--- config.mk ---
export PLATFORM = sky130hd
export DESIGN_NAME = radio_ctrl_top
export DESIGN_NICKNAME = d
export VERILOG_FILES = /design/src/hdl/radio_ctrl_pkg.sv /design/src/hdl/atr_gpio.sv /design/src/hdl/misc_ctrl_regs.sv /design/src/hdl/radio_ctrl_top.sv /design/src/hdl/readback_mux.sv /design/src/hdl/setting_reg.sv /design/src/hdl/vita_timer.sv
export VERILOG_INCLUDE_DIRS = /design/src /design/src/include
export SDC_FILE = /design/constraint.sdc
export NUM_CORES = 1
export LEC_CHECK = 0
export BUFFER_PORTS_ARGS = -buffer_cell sky130_fd_sc_hd__buf_2
export CAP_MARGIN = 30
export CORE_ASPECT_RATIO = 0.9
export CORE_MARGIN = 2
export CORE_UTILIZATION = 35
export DETAILED_ROUTE_END_ITERATION = 8
export PLACE_DENSITY = 0.6
export SLEW_MARGIN = 5
export SYNTH_ARGS = -nofsm -noshare
export SYNTH_HDL_FRONTEND = slang
export SYNTH_HIERARCHICAL = 1
export SYNTH_SLANG_ARGS = --single-unit
--- constraint.sdc ---
create_clock -name dsp_clk -period 4.9 [get_ports dsp_clk]
set_input_delay 0.98 -clock dsp_clk [delete_from_list [all_inputs] [get_ports dsp_clk]]
set_output_delay 0.98 -clock dsp_clk [all_outputs]
set_load 0.01 [all_outputs]
--- src/include/radio_ctrl_consts.svh ---
////////////////////////////////////////////////////////////
// Settings addresses, readback indices and fixed values of the
// radio control block. Include wherever a constant is needed.
////////////////////////////////////////////////////////////
`ifndef RADIO_CTRL_CONSTS_SVH
`define RADIO_CTRL_CONSTS_SVH

// Settings bus base addresses
`define SR_MISC        8'd0
`define SR_TIME64      8'd10
`define SR_GPIO        8'd184

// Misc control registers
`define SR_SERDES      (`SR_MISC + 8'd1)
`define SR_ADC         (`SR_MISC + 8'd2)
`define SR_LED_SW      (`SR_MISC + 8'd3)
`define SR_PHY         (`SR_MISC + 8'd4)
`define SR_LED_SRC     (`SR_MISC + 8'd6)

// High word is staged and the low word commits the time load
`define SR_TIME_HI     (`SR_TIME64 + 8'd0)
`define SR_TIME_LO     (`SR_TIME64 + 8'd1)

// One GPIO word per ATR state
`define SR_ATR_IDLE    (`SR_GPIO + 8'd0)
`define SR_ATR_RX      (`SR_GPIO + 8'd1)
`define SR_ATR_TX      (`SR_GPIO + 8'd2)
`define SR_ATR_FDX     (`SR_GPIO + 8'd3)

// Readback word indices
`define RB_GPIO        4'd9
`define RB_TIME_HI     4'd10
`define RB_TIME_LO     4'd11
`define RB_COMPAT      4'd12
`define RB_IRQ         4'd13
`define RB_PPS_HI      4'd14
`define RB_PPS_LO      4'd15

`define MAGIC_TX_OFF   32'h7fff7fff
`define LED_SRC_RESET  8'b0001_1110
// Major 10, minor 1
`define COMPAT_NUM     32'h000A_0001
`define RB_UNUSED      32'hffff_ffff

`endif

--- src/hdl/radio_ctrl_pkg.sv ---
////////////////////////////////////////////////////////////
// Shared types of the radio control block, imported by every
// module that carries bus, time or sample values.
////////////////////////////////////////////////////////////
package radio_ctrl_pkg;

   // Settings bus
   typedef logic [7:0]  set_addr_t;
   typedef logic [31:0] set_data_t;

   // Seconds and ticks run as one 64-bit VITA time counter
   typedef logic [63:0] vita_time_t;

   // I in the upper half, Q in the lower half
   typedef logic [31:0] sample_t;

   // Payload of the LED, serdes and ADC registers
   typedef logic [7:0]  ctrl_byte_t;

   // Index into the 16 readback words
   typedef logic [3:0]  rb_addr_t;

endpackage

--- src/hdl/atr_gpio.sv ---
////////////////////////////////////////////////////////////
// Automatic transmit/receive GPIO. Picks one of four pin words
// from the radio state and gates the outgoing sample.
////////////////////////////////////////////////////////////
`timescale 1ns/1ps

`include "radio_ctrl_consts.svh"

module atr_gpio import radio_ctrl_pkg::*; (
   input  logic        dsp_clk,
   input  logic        por_rst,
   input  logic        set_stb_i,
   input  set_addr_t   set_addr_i,
   input  set_data_t   set_data_i,
   input  logic        run_rx_i,
   input  sample_t     sample_tx_i,
   input  logic [31:0] gpio_i,
   output sample_t     sample_tx_o,
   output logic        rx_active_o,
   output logic [31:0] gpio_o,
   output logic [31:0] gpio_rb_o
);

   set_data_t atr_idle;
   set_data_t atr_rx;
   set_data_t atr_tx;
   set_data_t atr_fdx;
   logic      tx_active;

   ////////////////////////////////////////////////////////////
   // One ATR word register per state

   setting_reg #(.addr(`SR_ATR_IDLE), .payload_t(set_data_t)) sr_atr_idle (
      .dsp_clk    (dsp_clk),
      .por_rst    (por_rst),
      .set_stb_i  (set_stb_i),
      .set_addr_i (set_addr_i),
      .set_data_i (set_data_i),
      .out_o      (atr_idle),
      .changed_o  ()
   );

   setting_reg #(.addr(`SR_ATR_RX), .payload_t(set_data_t)) sr_atr_rx (
      .dsp_clk    (dsp_clk),
      .por_rst    (por_rst),
      .set_stb_i  (set_stb_i),
      .set_addr_i (set_addr_i),
      .set_data_i (set_data_i),
      .out_o      (atr_rx),
      .changed_o  ()
   );

   setting_reg #(.addr(`SR_ATR_TX), .payload_t(set_data_t)) sr_atr_tx (
      .dsp_clk    (dsp_clk),
      .por_rst    (por_rst),
      .set_stb_i  (set_stb_i),
      .set_addr_i (set_addr_i),
      .set_data_i (set_data_i),
      .out_o      (atr_tx),
      .changed_o  ()
   );

   setting_reg #(.addr(`SR_ATR_FDX), .payload_t(set_data_t)) sr_atr_fdx (
      .dsp_clk    (dsp_clk),
      .por_rst    (por_rst),
      .set_stb_i  (set_stb_i),
      .set_addr_i (set_addr_i),
      .set_data_i (set_data_i),
      .out_o      (atr_fdx),
      .changed_o  ()
   );

   ////////////////////////////////////////////////////////////
   // Radio state

   // Receive state lags run_rx by one cycle
   always_ff @(posedge dsp_clk) begin
      if (por_rst) begin
         rx_active_o <= 1'b0;
      end else begin
         rx_active_o <= run_rx_i;
      end
   end

   // The magic sample means the transmitter is idle
   assign tx_active   = (sample_tx_i != `MAGIC_TX_OFF);
   assign sample_tx_o = tx_active ? sample_tx_i : '0;

   always_comb begin
      case ({tx_active, rx_active_o})
         2'b00:   gpio_o = atr_idle;
         2'b01:   gpio_o = atr_rx;
         2'b10:   gpio_o = atr_tx;
         default: gpio_o = atr_fdx;
      endcase
   end

   // Pin state for readback
   always_ff @(posedge dsp_clk) begin
      gpio_rb_o <= gpio_i;
   end

endmodule

--- src/hdl/misc_ctrl_regs.sv ---
////////////////////////////////////////////////////////////
// Serdes, ADC and PHY control registers plus the per-bit LED
// source select between hardware status and software.
////////////////////////////////////////////////////////////
`timescale 1ns/1ps

`include "radio_ctrl_consts.svh"

module misc_ctrl_regs import radio_ctrl_pkg::*; (
   input  logic       dsp_clk,
   input  logic       por_rst,
   input  logic       set_stb_i,
   input  set_addr_t  set_addr_i,
   input  set_data_t  set_data_i,
   input  logic       run_tx_i,
   input  logic       rx_active_i,
   input  logic       clk_status_i,
   input  logic       serdes_link_up_i,
   output logic [3:0] serdes_ctrl_o,
   output logic [3:0] adc_ctrl_o,
   output logic       phy_resetn_o,
   output ctrl_byte_t leds_o
);

   ctrl_byte_t serdes_reg;
   ctrl_byte_t adc_reg;
   logic       phy_reset;
   ctrl_byte_t led_sw;
   ctrl_byte_t led_src;
   ctrl_byte_t led_hw;

   setting_reg #(.addr(`SR_SERDES), .payload_t(ctrl_byte_t)) sr_serdes (
      .dsp_clk(dsp_clk), .por_rst(por_rst), .set_stb_i(set_stb_i),
      .set_addr_i(set_addr_i), .set_data_i(set_data_i),
      .out_o(serdes_reg), .changed_o()
   );

   setting_reg #(.addr(`SR_ADC), .payload_t(ctrl_byte_t)) sr_adc (
      .dsp_clk(dsp_clk), .por_rst(por_rst), .set_stb_i(set_stb_i),
      .set_addr_i(set_addr_i), .set_data_i(set_data_i),
      .out_o(adc_reg), .changed_o()
   );

   setting_reg #(.addr(`SR_PHY), .payload_t(logic)) sr_phy (
      .dsp_clk(dsp_clk), .por_rst(por_rst), .set_stb_i(set_stb_i),
      .set_addr_i(set_addr_i), .set_data_i(set_data_i),
      .out_o(phy_reset), .changed_o()
   );

   setting_reg #(.addr(`SR_LED_SW), .payload_t(ctrl_byte_t)) sr_led_sw (
      .dsp_clk(dsp_clk), .por_rst(por_rst), .set_stb_i(set_stb_i),
      .set_addr_i(set_addr_i), .set_data_i(set_data_i),
      .out_o(led_sw), .changed_o()
   );

   // Status LEDs come up under hardware control
   setting_reg #(
      .addr(`SR_LED_SRC), .payload_t(ctrl_byte_t), .at_reset(`LED_SRC_RESET)
   ) sr_led_src (
      .dsp_clk(dsp_clk), .por_rst(por_rst), .set_stb_i(set_stb_i),
      .set_addr_i(set_addr_i), .set_data_i(set_data_i),
      .out_o(led_src), .changed_o()
   );

   // {enable, prbs, loopback, rx enable}
   assign serdes_ctrl_o = serdes_reg[3:0];
   // {oe a, on a, oe b, on b}
   assign adc_ctrl_o    = adc_reg[3:0];
   assign phy_resetn_o  = ~phy_reset;

   assign led_hw = {3'b000, run_tx_i, rx_active_i, clk_status_i, serdes_link_up_i, 1'b0};

   // Source bit set selects hardware
   assign leds_o = (led_src & led_hw) | (~led_src & led_sw);

endmodule

--- src/hdl/radio_ctrl_top.sv ---
////////////////////////////////////////////////////////////
// DSP-clock control block of the radio core. Settings bus in,
// control pins, time and readback out.
////////////////////////////////////////////////////////////
`timescale 1ns/1ps

module radio_ctrl_top import radio_ctrl_pkg::*; (
   input  logic        dsp_clk,
   input  logic        por_rst,
   // Settings bus
   input  logic        set_stb_i,
   input  set_addr_t   set_addr_i,
   input  set_data_t   set_data_i,
   // Radio status
   input  logic        pps_i,
   input  logic        run_rx_i,
   input  logic        run_tx_i,
   input  sample_t     sample_tx_i,
   input  logic [31:0] gpio_i,
   input  logic        clk_status_i,
   input  logic        serdes_link_up_i,
   input  logic        button_i,
   // Readback
   input  logic        rb_stb_i,
   input  rb_addr_t    rb_addr_i,
   output set_data_t   rb_data_o,
   output logic        rb_valid_o,
   // Control outputs
   output sample_t     sample_tx_o,
   output logic [31:0] gpio_o,
   output logic [3:0]  serdes_ctrl_o,
   output logic [3:0]  adc_ctrl_o,
   output logic        phy_resetn_o,
   output ctrl_byte_t  leds_o,
   output vita_time_t  vita_time_o,
   output logic        pps_int_o
);

   vita_time_t  vita_time_pps;
   logic        rx_active;
   logic [31:0] gpio_rb;

   vita_timer vita_timer0 (
      .dsp_clk(dsp_clk), .por_rst(por_rst),
      .set_stb_i(set_stb_i), .set_addr_i(set_addr_i), .set_data_i(set_data_i),
      .pps_i(pps_i), .vita_time_o(vita_time_o),
      .vita_time_pps_o(vita_time_pps), .pps_int_o(pps_int_o)
   );

   atr_gpio atr_gpio0 (
      .dsp_clk(dsp_clk), .por_rst(por_rst),
      .set_stb_i(set_stb_i), .set_addr_i(set_addr_i), .set_data_i(set_data_i),
      .run_rx_i(run_rx_i), .sample_tx_i(sample_tx_i), .gpio_i(gpio_i),
      .sample_tx_o(sample_tx_o), .rx_active_o(rx_active),
      .gpio_o(gpio_o), .gpio_rb_o(gpio_rb)
   );

   misc_ctrl_regs misc_regs0 (
      .dsp_clk(dsp_clk), .por_rst(por_rst),
      .set_stb_i(set_stb_i), .set_addr_i(set_addr_i), .set_data_i(set_data_i),
      .run_tx_i(run_tx_i), .rx_active_i(rx_active),
      .clk_status_i(clk_status_i), .serdes_link_up_i(serdes_link_up_i),
      .serdes_ctrl_o(serdes_ctrl_o), .adc_ctrl_o(adc_ctrl_o),
      .phy_resetn_o(phy_resetn_o), .leds_o(leds_o)
   );

   readback_mux rb_mux0 (
      .dsp_clk(dsp_clk), .por_rst(por_rst),
      .rb_stb_i(rb_stb_i), .rb_addr_i(rb_addr_i),
      .vita_time_i(vita_time_o), .vita_time_pps_i(vita_time_pps),
      .gpio_rb_i(gpio_rb), .button_i(button_i),
      .clk_status_i(clk_status_i), .serdes_link_up_i(serdes_link_up_i),
      .rb_data_o(rb_data_o), .rb_valid_o(rb_valid_o)
   );

endmodule

--- src/hdl/readback_mux.sv ---
////////////////////////////////////////////////////////////
// Registered 16-word readback. A strobe samples the index and
// the word comes out with a valid pulse on the next cycle.
////////////////////////////////////////////////////////////
`timescale 1ns/1ps

`include "radio_ctrl_consts.svh"

module readback_mux import radio_ctrl_pkg::*; (
   input  logic        dsp_clk,
   input  logic        por_rst,
   input  logic        rb_stb_i,
   input  rb_addr_t    rb_addr_i,
   input  vita_time_t  vita_time_i,
   input  vita_time_t  vita_time_pps_i,
   input  logic [31:0] gpio_rb_i,
   input  logic        button_i,
   input  logic        clk_status_i,
   input  logic        serdes_link_up_i,
   output set_data_t   rb_data_o,
   output logic        rb_valid_o
);

   set_data_t irq_word;
   set_data_t rb_word;

   // Bit 12 was the SPI ready flag
   assign irq_word = {18'b0, button_i, 1'b0, clk_status_i, serdes_link_up_i, 10'b0};

   always_comb begin
      case (rb_addr_i)
         `RB_GPIO:    rb_word = gpio_rb_i;
         `RB_TIME_HI: rb_word = vita_time_i[63:32];
         `RB_TIME_LO: rb_word = vita_time_i[31:0];
         `RB_COMPAT:  rb_word = `COMPAT_NUM;
         `RB_IRQ:     rb_word = irq_word;
         `RB_PPS_HI:  rb_word = vita_time_pps_i[63:32];
         `RB_PPS_LO:  rb_word = vita_time_pps_i[31:0];
         default:     rb_word = `RB_UNUSED;
      endcase
   end

   always_ff @(posedge dsp_clk) begin
      if (por_rst) begin
         rb_valid_o <= 1'b0;
      end else begin
         rb_valid_o <= rb_stb_i;
      end
   end

   // Word held until the next strobe
   always_ff @(posedge dsp_clk) begin
      if (rb_stb_i) begin
         rb_data_o <= rb_word;
      end
   end

endmodule

--- src/hdl/setting_reg.sv ---
////////////////////////////////////////////////////////////
// One register on the settings bus. Loads the low bits of the
// data word when its address is strobed.
////////////////////////////////////////////////////////////
`timescale 1ns/1ps

module setting_reg import radio_ctrl_pkg::*; #(
   parameter set_addr_t addr = '0,
   parameter type payload_t = logic [31:0],
   parameter payload_t at_reset = '0
) (
   input  logic      dsp_clk,
   input  logic      por_rst,
   input  logic      set_stb_i,
   input  set_addr_t set_addr_i,
   input  set_data_t set_data_i,
   output payload_t  out_o,
   output logic      changed_o
);

   localparam int PW = $bits(payload_t);

   logic hit;

   assign hit = set_stb_i && (set_addr_i == addr);

   always_ff @(posedge dsp_clk) begin
      if (por_rst) begin
         out_o     <= at_reset;
         changed_o <= 1'b0;
      end else begin
         // Pulse lines up with the cycle the new value shows
         changed_o <= hit;
         if (hit) begin
            out_o <= payload_t'(set_data_i[PW-1:0]);
         end
      end
   end

endmodule

--- src/hdl/vita_timer.sv ---
////////////////////////////////////////////////////////////
// 64-bit VITA time counter. Loaded from the settings bus and
// sampled into a capture register on each PPS rising edge.
////////////////////////////////////////////////////////////
`timescale 1ns/1ps

`include "radio_ctrl_consts.svh"

module vita_timer import radio_ctrl_pkg::*; (
   input  logic       dsp_clk,
   input  logic       por_rst,
   input  logic       set_stb_i,
   input  set_addr_t  set_addr_i,
   input  set_data_t  set_data_i,
   input  logic       pps_i,
   output vita_time_t vita_time_o,
   output vita_time_t vita_time_pps_o,
   output logic       pps_int_o
);

   set_data_t time_hi;
   set_data_t time_lo;
   logic      time_load;
   logic      pps_meta;
   logic      pps_sync;
   logic      pps_last;
   logic      pps_edge;

   ////////////////////////////////////////////////////////////
   // Load registers

   // High word is only staged here
   setting_reg #(
      .addr      (`SR_TIME_HI),
      .payload_t (set_data_t)
   ) sr_time_hi (
      .dsp_clk    (dsp_clk),
      .por_rst    (por_rst),
      .set_stb_i  (set_stb_i),
      .set_addr_i (set_addr_i),
      .set_data_i (set_data_i),
      .out_o      (time_hi),
      .changed_o  ()
   );

   // Writing the low word commits the full 64-bit value
   setting_reg #(
      .addr      (`SR_TIME_LO),
      .payload_t (set_data_t)
   ) sr_time_lo (
      .dsp_clk    (dsp_clk),
      .por_rst    (por_rst),
      .set_stb_i  (set_stb_i),
      .set_addr_i (set_addr_i),
      .set_data_i (set_data_i),
      .out_o      (time_lo),
      .changed_o  (time_load)
   );

   ////////////////////////////////////////////////////////////
   // Counter

   always_ff @(posedge dsp_clk) begin
      if (por_rst) begin
         vita_time_o <= '0;
      end else if (time_load) begin
         vita_time_o <= {time_hi, time_lo};
      end else begin
         vita_time_o <= vita_time_o + 64'd1;
      end
   end

   ////////////////////////////////////////////////////////////
   // PPS capture

   // Two-flop synchroniser then rising edge detect
   always_ff @(posedge dsp_clk) begin
      if (por_rst) begin
         pps_meta  <= 1'b0;
         pps_sync  <= 1'b0;
         pps_last  <= 1'b0;
         pps_int_o <= 1'b0;
      end else begin
         pps_meta  <= pps_i;
         pps_sync  <= pps_meta;
         pps_last  <= pps_sync;
         pps_int_o <= pps_edge;
      end
   end

   assign pps_edge = pps_sync & ~pps_last;

   // Captured in the same edge that raises the interrupt
   always_ff @(posedge dsp_clk) begin
      if (pps_edge) begin
         vita_time_pps_o <= vita_time_o;
      end
   end

endmodule

## After elaboration in Yosys (flattened, before gate mapping)

Index checks and enable logic that the tools add are counted.
W data, S select, Z words.

| storage, ports and cells | value |
|---|---|
| input bits | 118 |
| bits in registers | 416 |

| cells by class | value |
|---|---|
| equality and inequality tests | 21 |
| bitwise gates (word level) | 7 |
| add/subtract/negate cells | 1 |
| reduce and logical (&&, ||, !) cells | 12 |
| muxes and demuxes | 4 |

Operators with widths:

| operator | count |
|---|---|
| $pmux W32 S7 | 1 |
| $pmux W32 S3 | 1 |
| $add A64 B1 Y64 const B | 1 |
| $mux W64 | 1 |
| $eq A8 B8 Y1 const B | 4 |
| $mux W32 | 1 |
| $ne A32 B31 Y1 const B | 1 |
| $eq A4 B4 Y1 const B | 7 |
| $eq A8 B2 Y1 const B | 2 |
| $eq A8 B3 Y1 const B | 2 |
| $eq A8 B4 Y1 const B | 2 |
| $logic_and A1 B1 Y1 | 11 |
| $and A8 B5 Y8 | 1 |
| $and A8 B8 Y8 | 1 |
| $eq A8 B1 Y1 const B | 1 |
| $not A8 Y8 | 1 |
| $or A8 B8 Y8 | 1 |
| $eq A2 B1 Y1 const B | 1 |
| $eq A2 B2 Y1 const B | 1 |
| $logic_not A2 Y1 | 1 |
| $not A1 Y1 | 2 |
| $and A1 B1 Y1 | 1 |

## Depth between registers and ports, before layout

Gate-level depths: netlist of the first run.

| depth | value |
|---|---|
| depth after elaboration | 3 |
| gate-level depth with buffers | 7 |
| depth with buffers taken out | 6 |

## Cells and area by module

The synthesis of the first run kept the hierarchy.

By module, submodules not included:

| module | sequential area each (sq um) | instances | area an instance (sq um) | cells an instance |
|---|---|---|---|---|
| vita_timer | 3283.1 | 1 | 5808.1 | 548 |
| setting_reg (atr_gpio0.sr_atr_rx ...) | 660.6 | 2 | 1519.0 | 144 |
| readback_mux | 980.9 | 1 | 2675.1 | 267 |
| atr_gpio | 660.6 | 1 | 1989.4 | 186 |
| setting_reg (vita_timer0.sr_time_hi) | 660.6 | 1 | 1517.7 | 144 |
| setting_reg (atr_gpio0.sr_atr_fdx) | 660.6 | 1 | 1516.5 | 144 |
| setting_reg (atr_gpio0.sr_atr_idle) | 660.6 | 1 | 1514.0 | 144 |
| setting_reg (vita_timer0.sr_time_lo) | 660.6 | 1 | 1503.9 | 143 |
| setting_reg (misc_regs0.sr_adc ...) | 180.2 | 2 | 414.1 | 39 |
| setting_reg (misc_regs0.sr_led_sw) | 180.2 | 1 | 412.9 | 39 |
| setting_reg (misc_regs0.sr_led_src) | 180.2 | 1 | 395.4 | 39 |
| setting_reg (misc_regs0.sr_phy) | 40.0 | 1 | 93.8 | 9 |
| misc_ctrl_regs | 0.0 | 1 | 88.8 | 9 |

## Least setup slack after synthesis of the first run

OpenSTA, ideal clock, no wires.

| timing | value |
|---|---|
| path type | flip-flop to flip-flop |
| start point | reg vita_timer0.pps_sync |
| end point | reg vita_timer0.vita_time_pps_o[0] (enable) |
| buffers on the path | 0 |
| period minus slack after synthesis | 3682 ps |
| path slack | 1218 ps |
| cell stages (with the launch flop) | 2 |
| arrival time | 3187 ps |
| cells stage by stage | dfxtp_1 > nor2b_1 |

| on the way | value |
|---|---|
| longest elaborated chain between the ends | 1 |

RTL lines:

| what | line | text |
|---|---|---|
| start, declared | vita_timer.sv:25 | `logic pps_sync;` |
| start signal, assigned | vita_timer.sv:85 | `pps_sync <= pps_meta;` |
| $and A1 B1 Y1 | vita_timer.sv:91 | `assign pps_edge = pps_sync & ~pps_last;` |
| via vita_timer0.pps_edge | vita_timer.sv:27 | `logic pps_edge;` |
| end signal, assigned | vita_timer.sv:96 | `vita_time_pps_o <= vita_time_o;` |
| end, declared | vita_timer.sv:17 | `output vita_time_t vita_time_pps_o,` |

The timed path passes the listed nets, and every way through them passes these cells.
A chain may end at the register's enable or synchronous reset.

## Worst setup path after layout of the first run

| timing | value |
|---|---|
| start point | reg atr_gpio0.rx_active_o |
| end point | out gpio_o[13] |

| on the way | value |
|---|---|
| longest elaborated chain between the ends | 2 |
| elaborated cells between the ends (all ways) | 4 |
| classes of those cells | eq/ne (2); mux (1); reduce/logical (1) |

RTL lines:

| what | line | text |
|---|---|---|
| start, declared | atr_gpio.sv:19 | `output logic rx_active_o,` |
| start signal, assigned | atr_gpio.sv:81 | `rx_active_o <= run_rx_i;` |
| $eq A2 B2 Y1 (tied with other cells) | atr_gpio.sv:90 | `case ({tx_active, rx_active_o})` |
| $pmux W32 S3 * | atr_gpio.sv:90 |  |
| end, declared | radio_ctrl_top.sv:30 | `output logic [31:0] gpio_o,` |

Mark *: on every way between the ends. The rest lies on a longest branch, timed or not.

==> results of run 1 <==
[power by group through the flow]
stage | Combinational [W] | Sequential (W) | Clock (W)
after detailed placement | 0.000516 | 0.00368 | 0
after CTS | 0.000518 | 0.00360 | 0.00361
after floorplan | 0.000306 | 0.00367 | 0
final | 0.000515 | 0.00360 | 0.00350
after global placement | 0.000504 | 0.00368 | 0
after global routing | 0.000563 | 0.00361 | 0.00374
[cell usage in the layout, fill, tap and decap left out, drive strengths merged, types with 4 or more instances in the layout]
| master | count |
|---|---|
| o211a | 23 |
| a21oi | 16 |
| nor2b | 40 |
| nand4b | 6 |
| a2bb2oi | 25 |
| a211oi | 20 |
| a311oi | 23 |
| mux2 | 10 |
| o31ai | 12 |
| nand2 | 49 |
| edfxtp | 96 |
| buf | 320 |
| nand4 | 62 |
| and4 | 9 |
| xnor2 | 16 |
| inv | 14 |
| a2111oi | 8 |
| nor3 | 13 |
| and2 | 34 |
| nor4 | 20 |
| o21ai | 39 |
| mux2i | 345 |
| a211o | 4 |
| nand3 | 30 |
| nor4b | 9 |
| nand3b | 5 |
| nor3b | 7 |
| nor2 | 76 |
| or3 | 15 |
| clkbuf | 75 |
| xor2 | 13 |
| nand2b | 430 |
| dfxtp | 320 |
| clkinv | 10 |
| and3 | 12 |
| or4 | 15 |
[critical path, delay by kind of cell, from the launching register on]
family,cells,cell delay [ns]
buffers and inverters,2,0.55
muxes,2,0.41
DFF,1,0.88
[flip-flops by register name, indices dropped and copies added, names as in the netlist]
name / flops
misc_regs0/sr_adc/out_o: 4
rb_mux0/rb_data_o: 32
vita_timer0/pps_last: 1
misc_regs0/sr_led_sw/out_o: 8
atr_gpio0/sr_atr_tx/out_o: 32
vita_timer0/pps_meta: 1
vita_timer0/pps_sync: 1
vita_timer0/pps_int_o: 1
vita_timer0/vita_time_pps_o: 64
atr_gpio0/sr_atr_rx/out_o: 32
vita_timer0/sr_time_lo/changed_o: 1
atr_gpio0/rx_active_o: 1
vita_timer0/vita_time_o: 64
atr_gpio0/gpio_rb_o: 32
atr_gpio0/sr_atr_fdx/out_o: 32
vita_timer0/sr_time_hi/out_o: 32
vita_timer0/sr_time_lo/out_o: 32
rb_mux0/rb_valid_o: 1
misc_regs0/sr_led_src/out_o: 8
atr_gpio0/sr_atr_idle/out_o: 32
misc_regs0/sr_phy/out_o: 1
misc_regs0/sr_serdes/out_o: 4
[per-layer routing]
metal  vias up  track usage  part of all wire
met5         -            0                 0
met2       555        0.281              0.43
met3       106       0.0330             0.065
li1       7497            -                 -
met1      7563        0.262              0.47
met4         0       0.0639             0.030
[cell type report]
cell class	instances	area [um2]	area share
Inverter	13	48.8	0.00202
Clock inverter	14	133	0.00550
Timing Repair Buffer	320	1780	0.0739
Multi-Input combinational cell	1409	10500	0.435
Tap cell	774	968	0.0402
Clock buffer	75	1380	0.0574
Antenna cell	2	5.00	0.000208
Sequential cell	416	9290	0.386
[through the flow]
stage,hold slack (ns),instance area [um2],setup slack (ns),std cells
finish,0.437,24100,1.44,3023
global route,0.463,24100,1.31,3023
CTS,0.439,24100,1.37,3020
detailed placement,0.425,22600,1.44,2931
global placement,0.426,22500,1.48,2927
floorplan,0.414,20800,1.22,1986
[worst max-delay path by stage]
stage	end	from	slack, ns
floorplan	vita_timer0/vita_time_pps_o[0]	vita_timer0/pps_sync	1.22
global placement	sample_tx_o[25]	sample_tx_i[7]	1.48
detailed placement	sample_tx_o[25]	sample_tx_i[7]	1.44
CTS	gpio_o[13]	atr_gpio0/rx_active_o	1.37
global route	gpio_o[30]	atr_gpio0/rx_active_o	1.31
finish	gpio_o[13]	atr_gpio0/rx_active_o	1.44
==> impl_metrics.tcl, run 1 <==
set metrics [dict create \
    antenna_found_initial 2 \
    rr_worst_depth 6 \
    die_h_um 235 \
    cpMaxStageDelayCell "dfxtp_4" \
    fin_crit_ns 3.46 \
    swShare 0.235 \
    htreeDepth 2 \
    crit_path_end_kind "output port" \
    cp_cell_sequence "buf_4 > mux2i_1 > mux2i_1 > buf_2" \
    clkPwrFrac 0.460 \
    tns_ns 0 \
    ir_drop_uv 268 \
    post-cts-setup-buffers 0 \
    dr_total_vias 15700 \
    ctsLongestPathBuffers 3 \
    die_w_um 261 \
    finalHoldViolCount 0 \
    slew_viol_final 0 \
    drtIter0Drc 1096 \
    path_clk_slew_ns 0.06 \
    cts-hold-fix-buffers 0 \
    required_ns 3.92 \
    fmax_mhz 289 \
    period_share 0.706 \
    p_leak_nw 8.96 \
    critical-path-max-stage-delay_ns 0.88 \
    p_seq_frac 0.473 \
    r2r_end "vita_timer0/vita_time_o[58]" \
    p_switching_w 0.00179 \
    start_kind "flip-flop" \
    rsz0062_at_grt "false" \
    drive_above_1_share 0.190 \
    drtPass1Iterations 5 \
    num_rows 84 \
    ctsResizeCount 0 \
    cpMostUsedCell "mux2i_1" \
    synth_cells 1986 \
    cts_tree "done" \
    whs_path_depth 1 \
    status "completed" \
    initial_core_util 0.355 \
    maxCapViolations 0 \
    syn_to_final_growth_pct 16.1 \
    cts_buffers 48 \
    finClkSkew_ns 0.0188 \
    grt_usage 0.185 \
    grt.overflow.total 0 \
    hp-class "reg2reg" \
    r2r_start "vita_timer0/vita_time_o[1]" \
    hold_end "vita_timer0/pps_sync" \
    critPathKind "reg2out" \
    cp_max_fo 45 \
    grt_pass1_wl_um 89400 \
    core_area_mm2 0.0585 \
    vias_per_cell 5.20 \
    dp_hpwl_um 39900 \
    p_int_w 0.00583 \
    num-fill-cells 5622 \
    cts.sinks 416 \
    yosysWarnings 6 \
    io_pins 297 \
    syn_area_mm2 0.0208 \
    post-route-util 0.412 \
    worstPathArrival_ns 2.48 \
    clk_latency_ns 0.59 \
    wl_per_cell_um 19.4 \
    grt_pass1_vias 15500 \
    slew_headroom 0.367 \
    min_from "vita_timer0/pps_meta" \
    ff2ff_setup_slack_ns 1.81 \
    tightestPinTransition_ns 0.950 \
    grt_start_max_net_pins 183 \
    antenna_left 0 \
    port_buffers 296 \
    synth_nets 2105 \
    die_area_mm2 0.0613 \
    place_congestion 0.851 \
    cts-root-buf "clkbuf_16" \
    drcViolationCount 0 \
    avgSynthCellArea_um2 10.5 \
    p_total_w 0.00762 \
    combPwrFrac 0.068 \
    finalSetupViolCount 0 \
    detail_route.wirelength_um 58700 \
    nNetsFinal 2327 \
    p_per_area_mw_per_mm2 316 \
]
No activity file was read; power rests on OpenSTA's default activity.
==> inputs of run 2 (changes only) <==
Clock period 4.9 ns to 3.25 ns, I/O delays scaled along.
==> impl_metrics.tcl, run 2 (same netlist as run 1, synthesis figures left out) <==
set metrics [dict create \
    status "completed" \
    fin_crit_ns 2.84 \
    tns_ns 0 \
    ir_drop_uv 393 \
    critPathKind "reg2out" \
    regArea_mm2 0.00929 \
    path_clk_slew_ns 0.06 \
    maxCapViolations 0 \
    io_pins 297 \
    die_h_um 235 \
    grt.overflow.total 0 \
    die_w_um 261 \
    grt_usage 0.189 \
    ctsLongestPathBuffers 3 \
    period_share 0.874 \
    cp-endpoint "gpio_o[19]" \
    p_seq_frac 0.461 \
    p_leak_nw 9.12 \
    critical-path-max-stage-delay_ns 0.63 \
    finalHoldViolCount 0 \
    p_per_area_mw_per_mm2 483 \
    slew_headroom 0.439 \
    crit_path_end_kind "output port" \
    swShare 0.237 \
    num_rows 84 \
    reg_top3 "vita_timer0/vita_time_o: 64 flops, vita_timer0/vita_time_pps_o: 64 flops" \
    final_common_cell "nand2b_1" \
    required_ns 2.60 \
    cts_tree "done" \
    finalNonFillerCells 3044 \
    r2r_start "vita_timer0/vita_time_o[0]" \
    drtPass1Iterations 5 \
    num-fill-cells 5611 \
    grt_start_max_net_pins 157 \
    vias_per_cell 5.20 \
    dp_cells 2954 \
    die_area_mm2 0.0613 \
    p_switching_w 0.00278 \
    grt_pass1_vias 15600 \
    fmax_mhz 352 \
    cts-root-buf "clkbuf_16" \
    ctsResizeCount 0 \
    diodes 0 \
    drcViolationCount 0 \
    tightestPinTransition_ns 0.842 \
    post-cts-setup-buffers 0 \
    wl_per_cell_um 19.6 \
    worstPathArrival_ns 2.19 \
    rsz0062_at_grt "false" \
    grt_pass1_wl_um 91000 \
    nNetsFinal 2349 \
    p_int_w 0.00897 \
    cpMaxStageDelayCell "dfxtp_4" \
    core_area_mm2 0.0585 \
    cp_max_fo 27 \
    place_congestion 0.865 \
    hp-class "in2reg" \
    cp_cell_sequence "buf_12 > mux2i_1 > mux2i_1 > buf_2" \
    antenna_left 0 \
    clk_latency_ns 0.60 \
    multi_input_area_mm2 0.0105 \
    dr_total_vias 15800 \
    start_kind "flip-flop" \
    r2r_end "vita_timer0/vita_time_o[52]" \
    detail_route.wirelength_um 59700 \
    finClkSkew_ns 0.0240 \
    htreeDepth 2 \
    cpMostUsedCell "mux2i_1" \
    drtIter0Drc 1117 \
    ff2ff_setup_slack_ns 0.56 \
    syn_to_final_growth_pct 17.2 \
    setup.worst_path.start "atr_gpio0/rx_active_o" \
    combPwrFrac 0.068 \
    cts-hold-fix-buffers 0 \
    antenna_found_initial 2 \
    cts_buffers 48 \
    final_cell_mix "nand2b_1 (430), mux2i_1 (345), dfxtp_1 (319)" \
    cts.sinks 416 \
    drive_above_1_share 0.203 \
    finalSetupViolCount 0 \
    slew_viol_final 0 \
    clkPwrFrac 0.471 \
    port_buffers 296 \
    initial_core_util 0.355 \
    dp_hpwl_um 41200 \
    rr_worst_depth 6 \
]
-- run 2: changes by cell type in the layout (fill, tap and decap cells not counted), sizes merged --
cell and change:
clkinv +3, clkbuf -8, buf +22, diode -2, bufinv +2, inv +3
clkinvlp +1
-- run 2: per-layer routing --
metal  global-route usage  up-vias  wire length, um
met5                    0        -               13
met4               0.0466        2             1110
met3               0.0323       79             3740
met2                0.301      524            26800
met1                0.265     7673            28000
li1                     -     7541                -
-- run 2: area by class of cell --
| cell class | instances | area share |
|---|---|---|
| multi-input cells | 1409 | 0.431 |
| flip-flops and latches | 416 | 0.382 |
| repair buffers | 342 | 0.0792 |
| clock buffers | 67 | 0.0556 |
| well taps | 774 | 0.0398 |
| clock inverters | 23 | 0.0106 |
| inverters | 13 | 0.00201 |
-- run 2: how the worst min path moves through the flow --
stage | from | endpoint | slack (ns) | depth (start not counted)
floorplan | vita_timer0/pps_meta | vita_timer0/pps_sync | 0.41 | 1
global placement | vita_timer0/pps_meta | vita_timer0/pps_sync | 0.42 | 1
detailed placement | vita_timer0/pps_meta | vita_timer0/pps_sync | 0.44 | 1
CTS | gpio_i[21] | atr_gpio0/gpio_rb_o[21] | 0.11 | 1
global route | gpio_i[21] | atr_gpio0/gpio_rb_o[21] | 0.11 | 1
finish | gpio_i[21] | atr_gpio0/gpio_rb_o[21] | 0.14 | 1
-- run 2: critical path: cells and delay by family (launching register included) --
family / cells / cell delay, ns
flip-flops: 1 / 0.63
multiplexers: 2 / 0.46
buffers and inverters: 2 / 0.46
-- run 2: power by group through the flow --
stage / clock network [W] / registers [W] / logic [W]
2_1_floorplan: 0 / 0.00553 / 0.000462
3_3_place_gp: 0 / 0.00553 / 0.000786
3_5_place_dp: 0 / 0.00553 / 0.000802
4_1_cts: 0.00568 / 0.00542 / 0.000804
5_1_grt: 0.00589 / 0.00543 / 0.000870
6_report: 0.00554 / 0.00542 / 0.000794
-- run 2: stage by stage --
| step | setup WS [ns] | total power (W) | hold WS [ns] | cell area (um2) | util |
|---|---|---|---|---|---|
| final | 0.410 | 0.0118 | 0.145 | 24300 | 0.416 |
| after global routing | 0.295 | 0.0122 | 0.114 | 24300 | 0.416 |
| after CTS | 0.347 | 0.0119 | 0.113 | 24300 | 0.416 |
| after detailed placement | 0.387 | 0.00634 | 0.443 | 22700 | 0.388 |
| after global placement | 0.449 | 0.00632 | 0.421 | 22700 | 0.388 |
| after floorplan | 0.814 | 0.00599 | 0.414 | 20800 | - |
==> inputs of run 3 (changes only) <==
Settings changed: CORE_MARGIN 2 to default, SETUP_SLACK_MARGIN from default to 0.05.
==> impl_metrics.tcl, run 3 (same netlist as run 1, synthesis figures left out) <==
set metrics [dict create \
    final_common_cell "nand2b_1" \
    port_buffers 296 \
    cpMaxStageDelayCell "dfxtp_4" \
    whs_ns 0.164 \
    initial_core_util 0.355 \
    rsz0062_at_grt "false" \
    cts.sinks 416 \
    dp_hpwl_um 41000 \
    die_area_mm2 0.0603 \
    nNetsFinal 2356 \
    antenna_left 0 \
    hp-class "in2reg" \
    detail_route.wirelength_um 59600 \
    core_area_mm2 0.0585 \
    p_per_area_mw_per_mm2 480 \
    final_area_mm2 0.0244 \
    cts-hold-fix-buffers 0 \
    syn_to_final_growth_pct 17.4 \
    drive_above_1_share 0.203 \
    wl_per_cell_um 19.6 \
    cts-root-buf "clkbuf_16" \
    die_w_um 259 \
    worstPathArrival_ns 2.15 \
    slew_headroom 0.406 \
    ctsResizeCount 0 \
    slew_viol_final 0 \
    io_pins 297 \
    final_cell_mix "nand2b_1 (430), mux2i_1 (345), dfxtp_1 (319)" \
    tightestPinTransition_ns 0.889 \
    crit_path_end_kind "output port" \
    finClkSkew_ns 0.0236 \
    p_leak_nw 9.14 \
    antenna_found_initial 1 \
    critPathKind "reg2out" \
    reg_top3 "vita_timer0/vita_time_o: 64 flops, vita_timer0/vita_time_pps_o: 64 flops" \
    place_congestion 0.878 \
    die_h_um 233 \
    r2r_start "vita_timer0/vita_time_o[0]" \
    finalSetupViolCount 0 \
    use_met1 0.266 \
    vias_per_cell 5.20 \
    clk_latency_ns 0.58 \
    grtUsageMet3 0.0316 \
    drtIter0Drc 1151 \
    fin_crit_ns 2.80 \
    htreeDepth 2 \
    num_rows 84 \
    ctsLongestPathBuffers 3 \
    grt.overflow.total 0 \
    required_ns 2.60 \
    num-fill-cells 5648 \
    grt_start_max_net_pins 172 \
    drcViolationCount 0 \
    busiest_layer "met2" \
    critical-path-max-stage-delay_ns 0.62 \
    placed_area_mm2 0.0228 \
    grt_use_met2 0.315 \
    p_total_w 0.0117 \
    tns_ns 0 \
    fmax_mhz 357 \
    cp_max_fo 34 \
    post-cts-setup-buffers 0 \
    cts_tree "done" \
    cts_buffers 49 \
    cp_cell_sequence "buf_12 > mux2i_1 > mux2i_1 > buf_2" \
    drtPass1Iterations 5 \
    start_kind "flip-flop" \
    finalHoldViolCount 0 \
    ir_drop_uv 369 \
    cpMostUsedCell "mux2i_1" \
    post-route-util 0.416 \
    path_clk_slew_ns 0.06 \
    grt_usage 0.193 \
    setup.worst_path.start "atr_gpio0/rx_active_o" \
    dr_total_vias 15800 \
    min_from "gpio_i[21]" \
    grt_pass1_vias 15600 \
    grt_pass1_wl_um 91200 \
    period_share 0.862 \
    status "completed" \
    maxCapViolations 0 \
    diodes 0 \
]
-- run 3: cell types whose count changed in the layout (fill, tap and decap cells not counted), sizes merged --
| cell | delta |
|---|---|
| buf | +6 |
| clkinv | -5 |
| clkbuf | +2 |
| inv | -4 |
-- run 3: power by group --
part	internal, W	switching (W)
clock	0.00329	0.00220
sequential	0.00537	0.0000534
combinational	0.000353	0.000445
total	0.00901	0.00270
-- run 3: critical path: cells and delay by family, from the launching register on --
family | cells | cell delay, ns
buffers and inverters | 2 | 0.46
DFF | 1 | 0.62
muxes | 2 | 0.44
-- run 3: area by class of cell --
type / instances / area (um2) / share of cell area
timing repair buffer: 348 / 1990 / 0.0818
sequential: 416 / 9290 / 0.381
inverter: 13 / 48.8 / 0.00200
clock buffer: 69 / 1400 / 0.0573
multi-input combinational: 1409 / 10500 / 0.430
tap: 774 / 968 / 0.0397
clock inverter: 14 / 184 / 0.00755
-- run 3: per-stage QoR --
step           cells  worst slack [ns]
6_report        3043             0.449
5_1_grt         3043             0.353
4_1_cts         3043             0.379
3_5_place_dp    2960             0.599
3_3_place_gp    2960             0.606
2_1_floorplan   1986             0.814
-- run 3: worst paths after layout --
| check | end | slack [ns] | cells after the start |
|---|---|---|---|
| min | atr_gpio0/gpio_rb_o[21] | 0.16 | 1 |
| min reg2reg | vita_timer0/pps_sync | 0.44 | 1 |
| max | gpio_o[19] | 0.45 | 4 |
| max reg2reg | vita_timer0/vita_time_o[52] | 0.58 | 6 |
-- run 3: routing by layer --
metal | vias up | wire [um]
li1 | 7538 | -
met5 | - | 13
met4 | 2 | 973
met2 | 551 | 27000
met1 | 7659 | 28100
met3 | 73 | 3560
